[config.mk]
export PLATFORM = sky130hd
export DESIGN_NAME = paletteMux
export DESIGN_NICKNAME = d
export VERILOG_FILES = /design/src/cpuPkg.sv /design/src/videoPkg.sv /design/src/paletteMux.sv
export SDC_FILE = /design/constraint.sdc
export NUM_CORES = 1
export LEC_CHECK = 0
export ABC_AREA = 1
export BUFFER_PORTS_ARGS = -buffer_cell sky130_fd_sc_hd__buf_2
export CAP_MARGIN = 20
export CORE_MARGIN = 4
export CORE_UTILIZATION = 35
export DETAILED_ROUTE_END_ITERATION = 12
export GPL_TIMING_DRIVEN = 1
export PLACE_DENSITY_LB_ADDON = 0.05
export SYNTH_ARGS = -nofsm -noshare
export SYNTH_HDL_FRONTEND = slang
export SYNTH_SLANG_ARGS = --single-unit
[constraint.sdc]
create_clock -name S1H1 -period 1 [get_ports S1H1]
set_input_delay 0.15 -clock S1H1 [delete_from_list [all_inputs] [get_ports S1H1]]
set_output_delay 0.15 -clock S1H1 [all_outputs]
set_load 0.01 [all_outputs]
[src/cpuPkg.sv]
package cpuPkg;

	// 68k style bus cycle as seen by the video chip
	typedef struct packed
	{
		logic [23:0] addr;	// Byte address
		logic        rw;	// 1 read, 0 write
		logic        lds;	// Lower data strobe, active low
		logic        strobe;	// Cycle valid
	} cpuBusT;

	// Address decode
	localparam logic [1:0] palRegionHi = 2'b01;	// $400000-$7FFFFF
	localparam logic [7:0] wdRegion = 8'h30;	// $300000 kick

	// Watchdog limits
	localparam int wdTimeout = 200;	// Idle cycles before firing
	localparam int wdPulse = 8;	// Reset pulse length

	// Counter widths derived from the limits
	localparam int wdCntW = $clog2(wdTimeout);
	localparam int wdPulseW = $clog2(wdPulse + 1);

endpackage

[src/videoPkg.sv]
package videoPkg;

	// Line buffer geometry
	localparam int lineWidth = 384;	// Pixel slots per bank

	// Basic pixel fields
	typedef logic [8:0]  xT;	// Pixel x position
	typedef logic [3:0]  colorT;	// Colour index, 0 is transparent
	typedef logic [7:0]  palIdxT;	// Sprite palette number
	typedef logic [3:0]  fixPalT;	// Fix palette number
	typedef logic [11:0] palAddrT;	// Palette RAM address

	// Empty slot shows the backdrop colour (last palette entry)
	localparam palAddrT backdropAddr = 12'hFFF;

	// One sprite pixel going into the line buffer
	typedef struct packed
	{
		xT      x;	// Slot in the bank
		palIdxT pal;
		colorT  color;
	} sprWriteT;

	// One sprite pixel coming out of the line buffer
	typedef struct packed
	{
		palIdxT pal;
		colorT  color;
	} sprPixelT;

	// One fix layer pixel, ready for the priority mux
	typedef struct packed
	{
		fixPalT pal;
		colorT  color;
		logic   opaque;	// Colour is nonzero
	} fixPixelT;

endpackage
[src/paletteMux.sv]
`timescale 1ns/1ns

module paletteMux
(
	input  logic                 S1H1,
	input  logic                 nS1H1,
	input  cpuPkg::cpuBusT       cpu,
	input  videoPkg::fixPixelT   fixPix,	// From stage 1
	input  videoPkg::sprPixelT   sprPix,	// From stage 1
	output videoPkg::palAddrT    palAddr
);

	logic               cpuPal;	// Palette access this cycle
	logic               cpuPalQ;	// Lined up with stage 1
	videoPkg::palAddrT  cpuAddrQ;
	videoPkg::palAddrT  fixAddr;
	videoPkg::palAddrT  sprAddr;

	// CPU decode, $400000-$7FFFFF
	assign cpuPal = cpu.strobe && (cpu.addr[23:22] == cpuPkg::palRegionHi);

	// Fix uses the first 16 palettes
	assign fixAddr = {4'h0, fixPix.pal, fixPix.color};
	assign sprAddr = {sprPix.pal, sprPix.color};

	// Word address, delayed to match stage 1
	always_ff @(posedge S1H1)
		cpuAddrQ <= cpu.addr[12:1];

	always_ff @(posedge S1H1 or posedge nS1H1)
	begin
		if (nS1H1)
		begin
			cpuPalQ <= 1'b0;
			palAddr <= '0;
		end
		else
		begin
			cpuPalQ <= cpuPal;
			// CPU first, then opaque fix, sprites last
			if (cpuPalQ)
				palAddr <= cpuAddrQ;
			else if (fixPix.opaque)
				palAddr <= fixAddr;
			else
				palAddr <= sprAddr;
		end
	end

endmodule

### Word level (Yosys, flattened, before mapping)

Cells that the tools add are included.

* output and inout bits: 12
* bits of input ports: 50
* word-level logic and storage cells: 7
* register bits after elaboration: 25

* mux-type cells: 2
* eq/ne operators: 1
* reductions and logical operators: 1

Operators with widths (number)
* 12-bit 2-to-1 mux: 2
* 2-bit by 1-bit equality test with 1-bit output (second input constant): 1
* 1-bit logical AND: 1

### Logic depth before layout (Yosys ltp)

* depth in word-level cells: 2
* gate-level depth with buffers: 5
* depth with buffers taken out: 4

### Worst setup path before layout

OpenSTA, ideal clock, no wires.

* kind: register to register
* from: register cpuPalQ
* to: register palAddr[0]
* path buffers: 1
* cell stages (with the launch flop): 4
* data arrival time: 668 ps
* library setup time: 117 ps
* required time: 883 ps
* period minus slack after synthesis: 786 ps
* setup slack: 214 ps
* cells stage by stage: dfrtp_1 -> buf_4 -> nand2_1 -> nand2_1

* cells in the longest elaborated chain, start to end: 1

RTL lines
* start: declaration: line paletteMux.sv:14 `logic cpuPalQ;`
* start signal: assignment: line paletteMux.sv:39 `cpuPalQ <= cpuPal;`
* 12-bit 2-to-1 mux: line paletteMux.sv:41 `if (cpuPalQ)`
* end signal: assignment: line paletteMux.sv:42 `palAddr <= cpuAddrQ;`
* end signal: assignment: line paletteMux.sv:44 `palAddr <= fixAddr;`
* end signal: assignment: line paletteMux.sv:46 `palAddr <= sprAddr;`
* end: declaration: line paletteMux.sv:10 `output videoPkg::palAddrT palAddr`

No other way between the ends.

### Worst setup path in the final report

* from: register palAddr[2]
* to: output palAddr[2]

No word-level cell between the ends.

==> out/results.ini <==
[die]
core_area_mm2 = 0.00230
die_w_um = 57.9
die_y_um = 57.9
initial_core_util_pct = 37.9
dieArea_mm2 = 0.00335
num_rows = 17
io_pins = 62

[finish]
final_layout_size_suffix_gt1_share_pct = 34.3
final_cells = 197
fillers = 222
final_area_mm2 = 0.00133
final_nets = 220
syn_to_final_growth_pct = 52.6
multi_input_area_um2 = 219
final_util_pct = 57.8
antenna_cells = 0
seq_area_um2 = 566
final_cell_mix = buf_2, nand2_1, inv_1
final_common_cell = buf_2

[yosys]
yosysSeqAreaShare_pct = 64.9
syn_area_per_cell_um2 = 8.62
syn_nets = 151
yosysUniqueCellTypes = 9
yosysWarnings = 0
syn_area_um2 = 871
syn-instance-count = 101
synth_seq_cells = 25

[timing]
setup_viol = 0
skew_ns = 0.00855
tightest_slew_ns = 0.518
slew_viol_final = 0
final.setup.worst_slack_ns = 0.0191
setup_tns_ns = 0
timing.fmax_mhz = 1020
max_slew_margin_pct = 65.4
fin_crit_sh_pct = 98.1
fin_crit_ns = 0.981
hold_viol = 0
rsz0062_at_grt = true

[worst_setup_path]
worstSetupStartpointType = flip-flop
path_max_fanout = 1
cp-startpoint = palAddr[2]
path_cells = buf_2
path_delay_family = flip-flops
worstPathArrival_ns = 0.83
cp-end-kind = output port
worst_path_max_delay_cell = dfrtp_1
cp_num_buf_inv = 1
path_class = reg2out
slowest_delay_ns = 0.39
r2r-start = cpuPalQ
crit_required_ns = 0.85

[pwr]
ir_worst_vdd_uv = 906
p_leak_nw = 0.780
power_density_mw_per_mm2 = 1370

[placed_design]
dp_hpwl_um = 1450
numPlacedInstances = 178
port_buffers = 49
place_ws_ns = 0.150
dpl_cell_area_mm2 = 0.00115
gp_congestion = 0.672

[clock_network]
path_clk_slew_ns = 0.14
postCtsResizedCells = 0
htreeDepth = 1
clkLatencyLatePin_ns = 0.31
cts_buffers = 3
cts.path.max_buffers = 2
clock_sinks = 25
root_buffer = clkbuf_4
cts_tree = yes

[min_path]
hp-class = in2reg
hp-start = sprPix[8]

[routing]
firstDrtPassIters = 4
num_vias = 810
viasPerCell = 4.11
ant_nets = 0
remaining_drc_errors = 0
drt_iter0_markers = 12
wl_per_cell_um = 10.1
wirelength_um = 1990

[outcome]
status = finished, final reports clean

[grt]
grt_pass1_vias = 767
overflow = 0
antenna_found_initial = 0
grt_max_degree = 15
grt_usage_pct = 12.0
grt_first_pass_wirelength_um = 3120

[flow_run]
maxCapViolations = 0

timing repair:
| action | CTS | global route |
|---|---|---|
| buffers inserted | 0 | 0 |
| hold buffers | 14 | 1 |
| setup endpoints to repair | 0 | 12 |
| endpoints found under the hold margin | 26 | 1 |
cells by family after synthesis:
kind of cell / share of synthesized area (%)
flip-flops: 64.9
AND/OR/NAND/NOR: 25.1
buffers and inverters: 9.91
registers in the layout (all words and copies together), names as in the netlist:
register,cells
cpuPalQ,1
palAddr,12
cpuAddrQ,12
path summary, 6_finish.rpt:
kind                               to  slack, ns  cells past startpoint
min                        palAddr[8]       0.02                      3
min reg2reg                palAddr[9]       0.43                      2
max                        palAddr[2]       0.02                      1
max in group asynchronous  palAddr[4]       0.26                      3
min in group asynchronous  palAddr[3]       0.39                      3
max reg2reg                palAddr[4]       0.13                      3
layout make-up:
class / instances / area share (%)
clock buffers: 3 / 1.69
clock inverters: 1 / 0.377
flip-flops and latches: 25 / 42.6
inverters: 19 / 5.37
repair buffers: 66 / 30.9
multi-input cells: 55 / 16.5
well taps: 28 / 2.64
layer usage:
layer  GRT usage [%]  vias to the layer above  share of wire (%)
li1                -                      428                  -
met1            13.7                      354                 41
met2            21.1                       26                 51
met3            2.45                        2                7.3
met4            5.96                        0               0.81
met5               0                        -                  0
stage by stage:
step | power [W] | hold WS, ns
after detailed placement | 0.00136 | 0.206
after CTS | 0.00183 | 0.0126
after floorplan | 0.00123 | 0.0270
after global routing | 0.00192 | 0.00506
final | 0.00182 | 0.0175
after global placement | 0.00135 | 0.204
synthesized netlist by cell type:
library cell | instances | area, um^2
buf_4 | 2 | 15.0
nor2_2 | 1 | 6.26
nor2_1 | 1 | 3.75
dfrtp_1 | 13 | 325
inv_1 | 17 | 63.8
nand3_1 | 8 | 40.0
inv_2 | 2 | 7.51
dfxtp_1 | 12 | 240
nand2_1 | 45 | 169
report_power, final:
| part | internal (W) | switching (W) |
|---|---|---|
| combinational | 0.000153 | 0.000132 |
| sequential | 0.00107 | 0.0000186 |
| clock | 0.000149 | 0.000292 |
(Power assumes the default switching activity.)
