<file path="config.mk">
export PLATFORM = sky130hd
export DESIGN_NAME = watchdog
export DESIGN_NICKNAME = d
export VERILOG_FILES = /design/src/cpuPkg.sv /design/src/watchdog.sv
export SDC_FILE = /design/constraint.sdc
export NUM_CORES = 1
export LEC_CHECK = 0
export BUFFER_PORTS_ARGS = -buffer_cell sky130_fd_sc_hd__buf_2
export CAP_MARGIN = 5
export CELL_PAD_IN_SITES_DETAIL_PLACEMENT = 1
export CELL_PAD_IN_SITES_GLOBAL_PLACEMENT = 2
export CORE_ASPECT_RATIO = 1.75
export CORE_MARGIN = 1
export CORE_UTILIZATION = 27
export DETAILED_ROUTE_END_ITERATION = 8
export PLACE_DENSITY_LB_ADDON = 0.1
export SETUP_SLACK_MARGIN = 0.4
export SLEW_MARGIN = 20
export SYNTH_ARGS = -nofsm -noshare
export SYNTH_HDL_FRONTEND = slang
export SYNTH_SLANG_ARGS = --single-unit
</file>
<file path="constraint.sdc">
create_clock -name S1H1 -period 2.05 [get_ports S1H1]
set_input_delay 0.41 -clock S1H1 [delete_from_list [all_inputs] [get_ports S1H1]]
set_output_delay 0.41 -clock S1H1 [all_outputs]
set_load 0.05 [all_outputs]
</file>
<file path="src/cpuPkg.sv">
package cpuPkg;

	// 68k style bus cycle as seen by the video chip
	typedef struct packed
	{
		logic [23:0] addr;	// Byte address
		logic        rw;	// 1 read, 0 write
		logic        lds;	// Lower data strobe, active low
		logic        strobe;	// Cycle valid
	} cpuBusT;

	// Address decode
	localparam logic [1:0] palRegionHi = 2'b01;	// $400000-$7FFFFF
	localparam logic [7:0] wdRegion = 8'h30;	// $300000 kick

	// Watchdog limits
	localparam int wdTimeout = 200;	// Idle cycles before firing
	localparam int wdPulse = 8;	// Reset pulse length

	// Counter widths derived from the limits
	localparam int wdCntW = $clog2(wdTimeout);
	localparam int wdPulseW = $clog2(wdPulse + 1);

endpackage

</file>
<file path="src/watchdog.sv">
`timescale 1ns/1ns

module watchdog
(
	input  logic            S1H1,
	input  logic            nS1H1,
	input  cpuPkg::cpuBusT  cpu,
	output logic            sysReset
);

	logic                          kick;
	logic [cpuPkg::wdCntW-1:0]     idleCnt;	// Cycles since last kick
	logic [cpuPkg::wdPulseW-1:0]   pulseCnt;	// Remaining reset cycles
	logic                          expired;

	// Byte write to $30xxxx
	assign kick = cpu.strobe && !cpu.rw && !cpu.lds && (cpu.addr[23:16] == cpuPkg::wdRegion);

	assign expired = (idleCnt == cpuPkg::wdCntW'(cpuPkg::wdTimeout - 1));

	always_ff @(posedge S1H1 or posedge nS1H1)
	begin
		if (nS1H1)
		begin
			idleCnt <= '0;
			pulseCnt <= '0;
			sysReset <= 1'b0;
		end
		else if (sysReset)
		begin
			// Pulse in progress, kicks ignored
			pulseCnt <= pulseCnt - 1'b1;
			if (pulseCnt == 1)
				sysReset <= 1'b0;	// Last cycle, counting resumes from 0
		end
		else if (kick)
			idleCnt <= '0;	// Software is alive
		else if (expired)
		begin
			idleCnt <= '0;
			pulseCnt <= cpuPkg::wdPulseW'(cpuPkg::wdPulse);
			sysReset <= 1'b1;	// High from the next cycle
		end
		else
			idleCnt <= idleCnt + 1'b1;
	end

endmodule

</file>
# == Word level (Yosys, flattened, before mapping) ==
# Index checks and enable logic that the tools add are counted.
# totals
ff_bits,13
latch_bits,0
ram_bits,0
rom_bits,0
input_bits,29
output_inout_bits,1
n_memories,0
# op_classes
addsub,2
multipliers,0
n_div,0
order_cmp,0
n_eq_ne,4
shift,0
mux,9
bitwise,0
n_reduce_logical,7
# ops
operator,n
$mux W8,2
$mux W4,3
$add A8 B1 Y8 const B,1
$eq A8 B6 Y1 const B,1
$eq A8 B8 Y1 const B,1
$eq A4 B1 Y1 const B,1
$mux W1,4
$sub A4 B1 Y4 const B,1
$logic_and A1 B1 Y1,3
$logic_not A1 Y1,2
$ne A2 B2 Y1 const B,1
$reduce_and A2 Y1,1
$reduce_bool A2 Y1,1

# == Longest topological paths before layout ==
# logic_depth
word_depth,6
mapped_depth,5
depth_no_buf,5

# == Least setup slack after synthesis ==
# No wires, ideal clock.
# synth_timing
path_type,register to register
start,register sysReset
end,register pulseCnt[2] (netlist name)
arrival_time_ns,1.429
path_slack_ns,0.558
path_stages_with_launch,6
path_cell_list,dfrtp_1 -> buf_2 -> buf_1 -> nand2_1 -> o22ai_1 -> a21o_2
# synth_via
elab_chain_cells,2
elab_cells_between_ends,4
# synth_rtl
element,line_no,text
from (decl),watchdog.sv:8,output logic sysReset
from (signal assigned),watchdog.sv:27,sysReset <= 1'b0;
from (signal assigned),watchdog.sv:34,sysReset <= 1'b0;
from (signal assigned),watchdog.sv:42,sysReset <= 1'b1;
$ne A2 B2 Y1 (no line) / $reduce_bool A2 Y1 (equally long branches),n/a,
$reduce_and A2 Y1 (no line),n/a,
to (signal assigned),watchdog.sv:32,pulseCnt <= pulseCnt - 1'b1;
to (signal assigned),watchdog.sv:41,pulseCnt <= cpuPkg::wdPulseW'(cpuPkg::wdPulse);
to (decl),watchdog.sv:13,logic [cpuPkg::wdPulseW-1:0] pulseCnt;
# Parallel ways exist; a longest one is shown, timed or not.
# A chain may end at the register's enable or synchronous reset.

# == Worst setup path after layout ==
# layout_timing
start,register idleCnt[0] (netlist name)
end,register pulseCnt[0] (netlist name)
# layout_via
elab_chain_cells,3
# layout_rtl
element,line_no,text
from (decl),watchdog.sv:12,logic [cpuPkg::wdCntW-1:0] idleCnt;
from (signal assigned),watchdog.sv:45,idleCnt <= idleCnt + 1'b1;
$eq A8 B8 Y1,watchdog.sv:19,assign expired = (idleCnt == cpuPkg::wdCntW'(cpuPkg::wdTimeout - 1));
$reduce_bool A2 Y1 (no line),n/a,
$reduce_and A2 Y1 (no line),n/a,
# Every way passes these cells.

==> out/qor.log <==
qor: critical_path.worst-endpoint-required 2.24 ns
qor: final_layout.post_route_cells_drive_above_1_share 29.9%
qor: critical_path.cp_num_buf_inv 0
qor: global_route.antenna_found_initial 0
qor: clock_tree.tritoncts done
qor: sta.grt_setup_unrepaired no
qor: routing.drt_iter0_drc 7
qor: routing.route.detailed.vias_per_inst 5.45
qor: logic_synthesis.netlist_area 771 µm²
qor: clock_tree.postCtsSetupBuffers 0
qor: floorplan.die_w 42.4 µm
qor: sta.slew_headroom 62.8%
qor: sta.period_utilisation_layout 75.7%
qor: floorplan.die-area 0.00308 mm²
qor: clock_tree.root_buffer sky130_fd_sc_hd__clkbuf_8
qor: pwr.lkg_pwr 0.429 nW
qor: critical_path.cp_cell_sequence ha_1 > nor2b_2 > and4_1 > a21oi_4 > mux2_4
qor: pwr.design_power_total 0.00136 W
qor: logic_synthesis.synthCells 81
qor: placed_design.numPortBuffers 13
qor: logic_synthesis.avgSynthCellArea 9.52 µm²
qor: sta.fmaxAchievable 0.645 GHz
qor: logic_synthesis.yosys.cell_count.top_type sky130_fd_sc_hd__dfrtp_1
qor: sta.hold_violations 0
qor: clock_tree.cts_repair_resize_count 0
qor: placed_design.pre_cts_ws 0.333 ns
qor: clock_tree.insertion_delay 0.25 ns
qor: placed_design.place_congestion 0.700
qor: floorplan.starting_density 28.7%
qor: clock_tree.clock-sinks 13
qor: final_layout.fillerInstances 336
qor: routing.postRouteWirelength 1980 µm
qor: logic_synthesis.synth-xor-area-share 2.27%
qor: logic_synthesis.synth_edf_count 0
qor: clock_tree.clock_tree.buffer_depth 2
qor: sta.clock_period_minus_worst_slack 1.55 ns
qor: routing.detailroute.via_count 676
qor: logic_synthesis.dominantRegCellSynth sky130_fd_sc_hd__dfrtp_1
qor: logic_synthesis.syn_nets 114
qor: sta.clock_skew 0.00416 ns
qor: placed_design.place_hpwl 1530 µm
qor: clock_tree.clk_pin_slew 0.06 ns
qor: floorplan.die_height 72.7 µm
qor: logic_synthesis.post_synth_fa_ha_maj_area_fraction 6.49%
qor: sta.slew_violations 0
qor: critical_path.crit_type reg2reg
qor: critical_path.cp-end-kind flop
qor: routing.drt_pre_antenna_iters 2
qor: sta.timing.final.setup_violations 0
qor: critical_path.critPathMaxStageDelay 0.45 ns
qor: logic_synthesis.synth.yosys.seq_area_share 42.2%
qor: routing.wl_met2 1150 µm
qor: sta.fin_setup_tns 0 ns
qor: critical_path.critPathArrivalTime 1.74 ns
qor: routing.detail-route-antenna-nets 0
qor: logic_synthesis.share_of_yosys_cell_area_claimed_by_the_top_area_cell_type 42.2%
qor: routing.top_signal_layer_used met4
qor: logic_synthesis.synth_top_family_by_area simple AND/OR/NAND/NOR gates
qor: clock_tree.ctsHtreeMaxLevel 1
qor: logic_synthesis.synth.lib_cells_used.distinct 31
qor: logic_synthesis.cell_types_occupying_the_most_area_after_synthesis sky130_fd_sc_hd__dfrtp_1 42%, sky130_fd_sc_hd__ha_1 6.5%, sky130_fd_sc_hd__nand3_1 4.5%
qor: critical_path.critPathMaxFanout 7
qor: logic_synthesis.ys.warnings.count 0
qor: floorplan.core-area 0.00269 mm²
qor: global_route.global_route.usage.total 15.6%
qor: floorplan.placement_rows 25
qor: clock_tree.ctsHoldBuffers 0
qor: logic_synthesis.synthDominantAreaCellType sky130_fd_sc_hd__dfrtp_1
qor: global_route.global_route_wire_length_before_repair 3540 µm
qor: outcome.outcome finished, final reports clean
qor: flow_run.maxCapViolations 0
qor: critical_path.cpLargestDelayFamily flip-flops
qor: logic_synthesis.synth_mux_area_share 1.95%
qor: routing.drc_errors 0
qor: pwr.max-vdd-ir-drop 0.000497 V
qor: hold_path.hp_class in2async
qor: routing.routed_wire_length_per_instance 16.0 µm
qor: logic_synthesis.compound_gate_fraction_of_synth_area 15.4%
qor: critical_path.critPathLaunchType flop
qor: logic_synthesis.post_synth_most_frequent_cells 13 x sky130_fd_sc_hd__dfrtp_1, 8 x sky130_fd_sc_hd__inv_1, 8 x sky130_fd_sc_hd__nand2_1
qor: sta.fin_hold_ws 0.203 ns
qor: floorplan.floorplan.io_pins 30
qor: routing.wl_met3 51 µm
qor: critical_path.crit_path_top_delay_cell sky130_fd_sc_hd__dfrtp_2
qor: routing.wl_met1 729 µm
qor: global_route.grt_max_degree 15
qor: sta.worst_slack 0.499 ns
qor: final_layout.layout_area_overhead 20.9%
qor: pwr.power.density 1460 mW/mm²
qor: logic_synthesis.postSynth.asyncResetShare 100%
qor: logic_synthesis.post_synth_and_or_nand_nor_area_fraction 26.6%
qor: global_route.grt.overflow.total 0
qor: final_layout.number_of_nets_in_the_final_layout 131
qor: global_route.grt_pass1_vias 739
qor: sta.worst-slew-pin-transition 0.557 ns
qor: final_layout.insertedDiodeCount 0
qor: clock_tree.cts_made_buffers 3
qor: logic_synthesis.ys_seq_elements 13
worst paths after layout:
kind	endpoint	slack, ns	cells past startpoint	startpoint
max	pulseCnt[0]	0.50	5	idleCnt[0]
min in group S1H1	pulseCnt[1]	0.52	1	pulseCnt[1]
max in group asynchronous	sysReset	1.44	2	nS1H1
min	idleCnt[3]	0.20	2	nS1H1
min reg2reg	pulseCnt[1]	0.52	1	pulseCnt[1]
max reg2reg	pulseCnt[0]	0.50	5	idleCnt[0]
through the flow:
stage | area [µm²] | util [%] | cells
floorplan | 771 | - | 81
global placement | 868 | 32.3 | 120
detailed placement | 868 | 32.3 | 120
CTS | 913 | 34.0 | 124
global route | 932 | 34.7 | 124
finish | 932 | 34.7 | 124
layer usage:
layer | up-vias | GRT usage [%]
met5 | - | 0
met4 | 0 | 8.33
met3 | 5 | 2.23
met2 | 15 | 29.1
met1 | 333 | 16.2
li1 | 323 | -
kinds of logic (layout without fill, tap and decap cells):
| logic type | after synthesis | in the layout |
|---|---|---|
| adders and majority gates | 4 | 4 |
| AOI/OAI and AO/OA | 18 | 18 |
| buffers and inverters | 10 | 26 |
| muxes | 1 | 1 |
| xor gates and xnor gates | 2 | 2 |
| and+or+nand+nor | 33 | 33 |
| DFF | 13 | 13 |
layout make-up:
type / instances / area (µm²) / area share (%)
Multi-Input combinational cell: 58 / 422 / 45.2
Timing Repair Buffer: 14 / 72.6 / 7.79
Sequential cell: 13 / 329 / 35.3
Inverter: 8 / 30.0 / 3.22
Clock buffer: 4 / 45.0 / 4.83
Tap cell: 27 / 33.8 / 3.62
worst register-to-register path: cells and delay by family, from the launching register on:
family / cells / cell delay [ns]
flip-flops: 1 / 0.45
AND/OR/NAND/NOR: 2 / 0.41
AO/OA/AOI/OAI: 1 / 0.23
adder cells (fa/ha/maj): 1 / 0.22
multiplexers: 1 / 0.18
layout by cell type, fill, tap and decap left out, types with 2 or more instances in the layout:
master,n
sky130_fd_sc_hd__ha_1,4
sky130_fd_sc_hd__xnor2_1,2
sky130_fd_sc_hd__nand4_1,2
sky130_fd_sc_hd__o22ai_1,2
sky130_fd_sc_hd__inv_1,8
sky130_fd_sc_hd__o21ai_0,5
sky130_fd_sc_hd__nand3_1,7
sky130_fd_sc_hd__a21oi_1,3
sky130_fd_sc_hd__nor4_1,2
sky130_fd_sc_hd__nor2b_1,2
sky130_fd_sc_hd__dfrtp_1,10
sky130_fd_sc_hd__buf_2,13
sky130_fd_sc_hd__dfrtp_2,3
sky130_fd_sc_hd__clkbuf_8,3
sky130_fd_sc_hd__a22oi_1,2
sky130_fd_sc_hd__nor3_1,3
sky130_fd_sc_hd__nand2_1,8
where the power goes:
part	total (W)	internal (W)	switching [W]	leakage [nW]
Sequential	0.000567	0.000384	0.000183	0.145
Combinational	0.000558	0.000256	0.000302	0.262
Clock	0.000232	0.000137	0.0000943	0.0228
Total	0.00136	0.000777	0.000579	0.429
registers in the layout, indices dropped and copies added (netlist names):
signal and cells:
pulseCnt 4, idleCnt 8, sysReset 1
Note: power is estimated with default switching activity, not from simulation.
