[src/videoPkg.sv]
package videoPkg;

	// Line buffer geometry
	localparam int lineWidth = 384;	// Pixel slots per bank

	// Basic pixel fields
	typedef logic [8:0]  xT;	// Pixel x position
	typedef logic [3:0]  colorT;	// Colour index, 0 is transparent
	typedef logic [7:0]  palIdxT;	// Sprite palette number
	typedef logic [3:0]  fixPalT;	// Fix palette number
	typedef logic [11:0] palAddrT;	// Palette RAM address

	// Empty slot shows the backdrop colour (last palette entry)
	localparam palAddrT backdropAddr = 12'hFFF;

	// One sprite pixel going into the line buffer
	typedef struct packed
	{
		xT      x;	// Slot in the bank
		palIdxT pal;
		colorT  color;
	} sprWriteT;

	// One sprite pixel coming out of the line buffer
	typedef struct packed
	{
		palIdxT pal;
		colorT  color;
	} sprPixelT;

	// One fix layer pixel, ready for the priority mux
	typedef struct packed
	{
		fixPalT pal;
		colorT  color;
		logic   opaque;	// Colour is nonzero
	} fixPixelT;

endpackage
[src/fixLayer.sv]
`timescale 1ns/1ns

module fixLayer
(
	input  logic                 S1H1,
	input  logic                 nS1H1,
	input  logic [7:0]           fixData,	// Two pixels per byte
	input  videoPkg::fixPalT     fixPal,
	input  logic                 fixLoad,	// Comes on even x
	input  logic                 half,	// Nibble select
	output videoPkg::fixPixelT   fixPix
);

	logic [7:0]        dataQ;	// Latched tile byte
	videoPkg::fixPalT  palQ;	// Latched palette
	logic [7:0]        dataCur;
	videoPkg::fixPalT  palCur;
	videoPkg::colorT   nibble;

	// A load this cycle bypasses the latch
	assign dataCur = fixLoad ? fixData : dataQ;
	assign palCur = fixLoad ? fixPal : palQ;

	// Low nibble on even dots, high nibble on odd dots
	assign nibble = half ? dataCur[7:4] : dataCur[3:0];

	always_ff @(posedge S1H1 or posedge nS1H1)
	begin
		if (nS1H1)
		begin
			dataQ <= '0;	// Nothing shown until first load
			palQ <= '0;
			fixPix <= '0;
		end
		else
		begin
			if (fixLoad)
			begin
				dataQ <= fixData;
				palQ <= fixPal;
			end
			fixPix <= '{pal: palCur, color: nibble, opaque: |nibble};	// Stage 1
		end
	end

endmodule

[config.mk]
export PLATFORM = sky130hd
export DESIGN_NAME = fixLayer
export DESIGN_NICKNAME = d
export VERILOG_FILES = /design/src/videoPkg.sv /design/src/fixLayer.sv
export SDC_FILE = /design/constraint.sdc
export NUM_CORES = 1
export LEC_CHECK = 0
export CAP_MARGIN = 15
export CORE_AREA = 2 2 39 41
export CTS_BUF_LIST = sky130_fd_sc_hd__clkbuf_2
export CTS_CLUSTER_DIAMETER = 60
export CTS_CLUSTER_SIZE = 12
export DETAILED_ROUTE_END_ITERATION = 7
export DIE_AREA = 0 0 41 43
export DONT_BUFFER_PORTS = 1
export PLACE_DENSITY = 0.66
export RECOVER_POWER = 50
export SYNTH_ARGS = -nofsm -noshare
export SYNTH_HDL_FRONTEND = slang
export SYNTH_SLANG_ARGS = --single-unit
[constraint.sdc]
create_clock -name S1H1 -period 1.6 [get_ports S1H1]
set_input_delay 0.24 -clock S1H1 [delete_from_list [all_inputs] [get_ports S1H1]]
set_output_delay 0.24 -clock S1H1 [all_outputs]
set_load 0.02 [all_outputs]
### Word level (Yosys, flattened, before mapping)

Cells that the tools add are included.

* mux-type cells: 2
* reduce and logical (&&, ||, !) cells: 1

Operator list (number)
* $mux 8: 1
* $mux 4: 1
* $reduce_or 4->1: 1

* register bits after elaboration: 17

### Longest topological paths before layout

Gate-level depths: netlist of the first run.

* word-level depth: 3
* mapped depth: 3
* mapped depth without buffers: 2

### Least setup slack after synthesis of the first run

OpenSTA, ideal clock, no wires.

* path kind: input-to-reg
* start point: input fixLoad
* end point: register fixPix[0] (netlist name)
* setup time: 139 ps
* data arrival time: 1345 ps
* slack: 116 ps
* cell stages on the path: 3
* path buffers: 1
* path through: buf_6 -> mux4_2 -> or4_1

* word-level cells in the longest chain between the ends: 3

Ends and longest elaborated chain
* start, declared: line fixLayer.sv:9 `input logic fixLoad,`
* $mux 8
* $mux 4: line fixLayer.sv:25 `assign nibble = half ? dataCur[7:4] : dataCur[3:0];`
* named net nibble[2]: line fixLayer.sv:18 `videoPkg::colorT nibble;`
* $reduce_or 4->1: line fixLayer.sv:42 `fixPix <= '{pal: palCur, color: nibble, opaque: |nibble};`
* end signal, assigned: line fixLayer.sv:42
* end, declared: line fixLayer.sv:11 `output videoPkg::fixPixelT fixPix`

The timed path passes the listed nets, and every way through them passes these cells.
A chain may end at the register's enable or synchronous reset.

### Worst setup path in the final report of the first run

* start point: register dataQ[7]
* end point: register fixPix[0] (netlist name)

* word-level cells in the longest chain between the ends: 3

Ends and longest elaborated chain
* start, declared: line fixLayer.sv:14 `logic [7:0] dataQ;`
* start signal, assigned: line fixLayer.sv:39 `dataQ <= fixData;`
* $mux 8
* $mux 4: line fixLayer.sv:25
* named net nibble[3]: line fixLayer.sv:18
* $reduce_or 4->1: line fixLayer.sv:42

The timed path passes the listed nets, and every way through them passes these cells.

==> flow_summary.ini, run 1 <==
[run_status]
status = finished, final reports clean

[clock_tree]
insertion_delay_ns = 0.29
cts_setup_buffers = 0
numClockSinks = 17
cts.reportedPaths.clkPinSlew_ns = 0.17
root_buffer = clkbuf_2
cts_buffer_depth = 2
cts_tree = done
htreeDepth = 1
numCtsBuffers = 3

[die]
design.core.area_um2 = 1384
num_rows = 14
die_area_um2 = 1763
fp.dieH_um = 43
pin_count = 25
die_w_um = 41
initial_core_util = 0.4919

[global_routing]
grtUsageTotal = 0.1522
antenna_found_initial = 0
grt_pass1_vias = 388
grt_max_degree = 18
grt_pass1_wl_mm = 1.711
grt-ovfl-total = 0

[pwr]
p_leak_uw = 0.0002999
power_density_nw_per_um2 = 1096
worst_ir_drop_vdd_mv = 0.5069

[yosys]
synth_top_area_share = 0.6250
yosysWarnings = 0
syn_nets = 53
synth_compound_area_frac = 0
synthXorXnorAreaFrac = 0
synth_cell_type_count = 8
synth_area_um2 = 680.7
synth_top_family_by_area = multiplexers
yosysTopAreaCell = dfrtp_1
synth_fa_ha_area_frac = 0
postSynthCellCount = 37
syn-mean-instance-area_um2 = 18.40
ys_ff_latch = 17
synthTopCellsByArea = dfrtp_1 (63%), mux2_2 (20%), mux4_2 (9.9%), mux4_1 (3.9%), buf_6 (1.7%)
synth.mux.area_fraction = 0.3364
yosys.area_share.simple = 0.01103
yosysSeqAreaShare = 0.6250

[cells_and_area]
syn_to_final_growth_pct = 5.147
nNetsFinal = 57
final_area_um2 = 715.7
drive_above_1_share = 0.4750
diodes = 0

[timing]
rsz0062_at_grt = false
period_needed_ns = 1.534
clock_skew_ns = 0.01555
whs_ns = 0.08518
finalSetupViolCount = 0
tightest_slew_ns = 0.6183
fin_tns_setup_ns = 0
fmax_mhz = 652.0
hold_violations = 0
drv_slew = 0
relSlewSlack = 0.5873
finalCritPeriodShare = 0.9585

[setup_path]
crit_path_start = dataQ[7]
critPathBufInv = 0
critPathKind = reg2reg
worstReg2RegEnd = fixPix[0]
slowest_stage = or4_1
path_cells = mux4_2 -> or4_1
critPathMaxStageDelay_ns = 0.53
critPathMaxFanout = 2
reg2reg_from = dataQ[7]
endpoint = fixPix[0]
critPathRequiredTime_ns = 1.78
start_kind = register
end_kind = register
ff2ff_setup_slack_ns = 0.07
worst_path_dominant_cell_family = simple AND/OR/NAND/NOR gates
crit_arrival_ns = 1.71
worst-r2r-cell-count = 2
cp_num_cells = 2

[routing]
drcViolationCount = 0
avgRoutedWirePerCell_um = 18.41
via_per_inst = 5.714
routed_wl_mm = 1.031
vias = 320
antenna_left = 0
drtIter0Drc = 0
drt_pre_antenna_iters = 1

[placement]
place_congestion = 0.5825
placed_cell_area_um2 = 685.7
portBuffers = 0

[flow_run]
drv_cap = 0

[min_path]
hold_class = in2reg
cells in the final DEF, fill, tap and decap left out, drive strengths merged:
cell type / synthesis / routed
clkinv: 0 / 1
mux4: 4 / 4
inv: 1 / 1
mux2: 12 / 12
dfrtp: 17 / 17
clkbuf: 1 / 3
or4: 1 / 1
dlygate4sd3: 0 / 1
cell families (layout without fill, tap and decap cells):
family | count (synthesis) | in the layout
and+or+nand+nor | 1 | 1
DFF | 17 | 17
buffers and inverters | 3 | 6
muxes | 16 | 16
worst min path at each step:
stage / startpoint / to / slack, ns / cells past startpoint
final: fixPal[0] / fixPix[5] / 0.09 / 1
after global routing: fixPal[0] / fixPix[5] / 0.05 / 1
after CTS: fixData[3] / dataQ[3] / 0.07 / 1
after detailed placement: nS1H1 / fixPix[3] / 0.24 / 1
after global placement: nS1H1 / fixPix[2] / 0.21 / 1
after floorplan: nS1H1 / dataQ[0] / 0.17 / 1
through the flow:
step | worst slack [ns] | cells | utilization | total power (µW)
2_1_floorplan | 0.1160 | 37 | - | 600.8
3_3_place_gp | 0.1483 | 51 | 0.4955 | 600.3
3_5_place_dp | 0.06243 | 51 | 0.4955 | 609.4
4_1_cts | 0.04230 | 56 | 0.5172 | 796.1
5_1_grt | 0.01935 | 56 | 0.5172 | 829.1
6_report | 0.06635 | 56 | 0.5172 | 784.4
flip-flops by register name, indices dropped and copies added, names as in the netlist:
| register | flops |
|---|---|
| fixPix | 9 |
| dataQ | 8 |
final cells by class:
type                    count  area [µm²]
inverters                   1       3.754
clock inverters             1       5.005
clock buffers               3       15.01
fillers                   124       668.1
flip-flops and latches     17       425.4
multi-input cells          17       236.5
well taps                  16       20.02
repair buffers              1       10.01
cells in the mapped netlist:
library cell  instances
mux4_2                3
inv_1                 1
mux2_2               12
mux4_1                1
clkbuf_1              1
buf_6                 1
or4_1                 1
dfrtp_1              17
per-layer routing:
metal  part of all wire  global-route usage  vias to the layer above
li1                   -                   -                      140
met1               0.30              0.1566                      162
met2               0.60              0.2563                       16
met3              0.091             0.04712                        2
met4             0.0058             0.08000                        0
met5                  0                   0                        -
power by group:
part	switching (µW)	leakage, µW	internal, µW	total (µW)
registers	52.8	0.000196	474	527
clock network	128	0.0000164	56.6	185
logic	23.0	0.0000873	50.2	73.2
timing repair:
action / in CTS / in global routing
hold buffers: 1 / 0
endpoints found under the hold margin: 17 / 0
resized for setup: 0 / 0
(Power assumes the default switching activity.)
==> run 2: changes to the inputs <==
--- a/config.mk
+++ b/config.mk
@@ -9,7 +9,6 @@
 export CORE_AREA = 2 2 39 41
 export CTS_BUF_LIST = sky130_fd_sc_hd__clkbuf_2
 export CTS_CLUSTER_DIAMETER = 60
-export CTS_CLUSTER_SIZE = 12
 export DETAILED_ROUTE_END_ITERATION = 7
 export DIE_AREA = 0 0 41 43
 export DONT_BUFFER_PORTS = 1
==> constraint.sdc (replaced) <==
create_clock -name S1H1 -period 1.6 [get_ports S1H1]
set_input_delay 0.16 -clock S1H1 [delete_from_list [all_inputs] [get_ports S1H1]]
set_output_delay 0.16 -clock S1H1 [all_outputs]
set_load 0.02 [all_outputs]
==> flow_summary.ini, run 2 (synthesis results as in run 1) <==
[run_status]
status = finished, final reports clean

[die]
initial_core_util = 0.4919
num_rows = 14
die_w_um = 41
fp.dieH_um = 43
pin_count = 25
design.core.area_um2 = 1384
die_area_um2 = 1763

[pwr]
comb_power_share = 0.125
worst_ir_drop_vdd_mv = 0.5103
power_switching_uw = 206.8
p_leak_uw = 0.0003500
clkPwrFrac = 0.222
seq_power_share = 0.653
power_density_nw_per_um2 = 965.1
switching_share = 0.2564
intPower_uw = 599.8

[placement]
place_congestion = 0.5825
dpl_worst_slack_ns = 0.06243
placed_cells = 51
portBuffers = 0

[cells_and_area]
drive_above_1_share = 0.3654
largest_reg_flops = 9
final_cell_mix = dfrtp_1 (17), dlygate4sd3_1 (13), mux2_2 (12)
top_register = fixPix
nNetsFinal = 69
syn_to_final_growth_pct = 22.79
final_common_cell = dfrtp_1
top_regs = fixPix (9), dataQ (8)
layoutNonFillerInstCount = 68
diodes = 0

[timing]
relSlewSlack = 0.5820
rsz0062_at_grt = false
finalCritPeriodShare = 0.9761
tightest_slew_ns = 0.6264
drv_slew = 0
hold_violations = 0
finalSetupViolCount = 0
fmax_mhz = 640.3
clock_skew_ns = 0.004518
fin_tns_setup_ns = 0
period_needed_ns = 1.562
finalWorstSetupSlack_ns = 0.03825

[setup_path]
crit_arrival_ns = 1.73
end_kind = register
critPathMaxFanout = 2
critPathKind = reg2reg
worst-r2r-cell-count = 2
start_kind = register
critPathRequiredTime_ns = 1.76
reg2reg_from = dataQ[7]
crit_path_start = dataQ[7]

[min_path]
hold_path.startpoint = fixData[6]
hold_class = in2reg
min_delay_path_depth = 1

[routing]
antenna_left = 0
avgRoutedWirePerCell_um = 17.03
via_per_inst = 5.515
routed_wl_mm = 1.158
drtIter0Drc = 3
drt_pre_antenna_iters = 4
vias = 375
drcViolationCount = 0

[global_routing]
grt-ovfl-total = 0
antenna_found_initial = 0
grt_pass1_wl_mm = 1.759
grt_max_degree = 18
grtUsageTotal = 0.1553
grt_pass1_vias = 395

[clock_tree]
cts.reportedPaths.clkPinSlew_ns = 0.15
numClockSinks = 17
insertion_delay_ns = 0.28
cts_setup_buffers = 0
numCtsBuffers = 3
root_buffer = clkbuf_2
htreeDepth = 1
cts_tree = done
cts_buffer_depth = 2

[flow_run]
drv_cap = 0
==> run 2: cell count changes in the layout (fill, tap and decap cells not counted), sizes merged <==
cell / before / now
dlygate4sd3: 1 / 13
==> run 2: layout make-up <==
cell class	instances	area, µm²
well taps	16	20.02
repair buffers	13	130.1
clock buffers	3	15.01
multi-input cells	17	236.5
fillers	116	548.0
clock inverters	1	5.005
flip-flops and latches	17	425.4
inverters	1	3.754
==> run 2: what timing repair did <==
| item | CTS | global route |
|---|---|---|
| hold buffers | 5 | 8 |
| endpoints found under the hold margin | 21 | 11 |
| gates resized for setup | 0 | 0 |
==> run 2: final timing paths <==
kind	to	slack (ns)
worst max-delay path	fixPix[0]	0.04
worst min-delay path	dataQ[6]	0.03
worst max register to register	fixPix[0]	0.04
worst min register to register	dataQ[1]	0.52
max in group asynchronous	dataQ[6]	0.82
min in group asynchronous	fixPix[8]	0.38
==> run 2: metrics by stage <==
step | instance area [µm²] | hold WS [ns] | total power, µW | util
5_1_grt | 835.8 | 0.0007509 | 857.8 | 0.6040
3_5_place_dp | 685.7 | 0.1632 | 609.4 | 0.4955
4_1_cts | 755.7 | 0.001314 | 803.7 | 0.5461
3_3_place_gp | 685.7 | 0.1280 | 600.3 | 0.4955
6_report | 835.8 | 0.02904 | 806.6 | 0.6040
2_1_floorplan | 680.7 | 0.08607 | 600.8 | -
==> run 2: per-layer routing <==
layer | track usage | part of all wire | up-vias
met2 | 0.2563 | 0.59 | 18
met1 | 0.1708 | 0.33 | 187
met3 | 0.04188 | 0.070 | 2
met4 | 0.08000 | 0.0052 | 0
met5 | 0 | 0 | -
li1 | - | - | 168
==> run 2: worst max-delay path, stage by stage, from the launching register on <==
cell	delay [ns]
dfrtp_1	0.42
mux4_2	0.50
or4_1	0.53
==> run 2: power by group through the flow <==
| stage | Combinational, µW | Sequential (µW) | Clock [µW] |
|---|---|---|---|
| after global placement | 67.4 | 533 | 0 |
| after global routing | 109 | 534 | 214 |
| after detailed placement | 74.3 | 535 | 0 |
| final | 101 | 527 | 179 |
| after CTS | 83.1 | 528 | 193 |
| after floorplan | 72.0 | 529 | 0 |
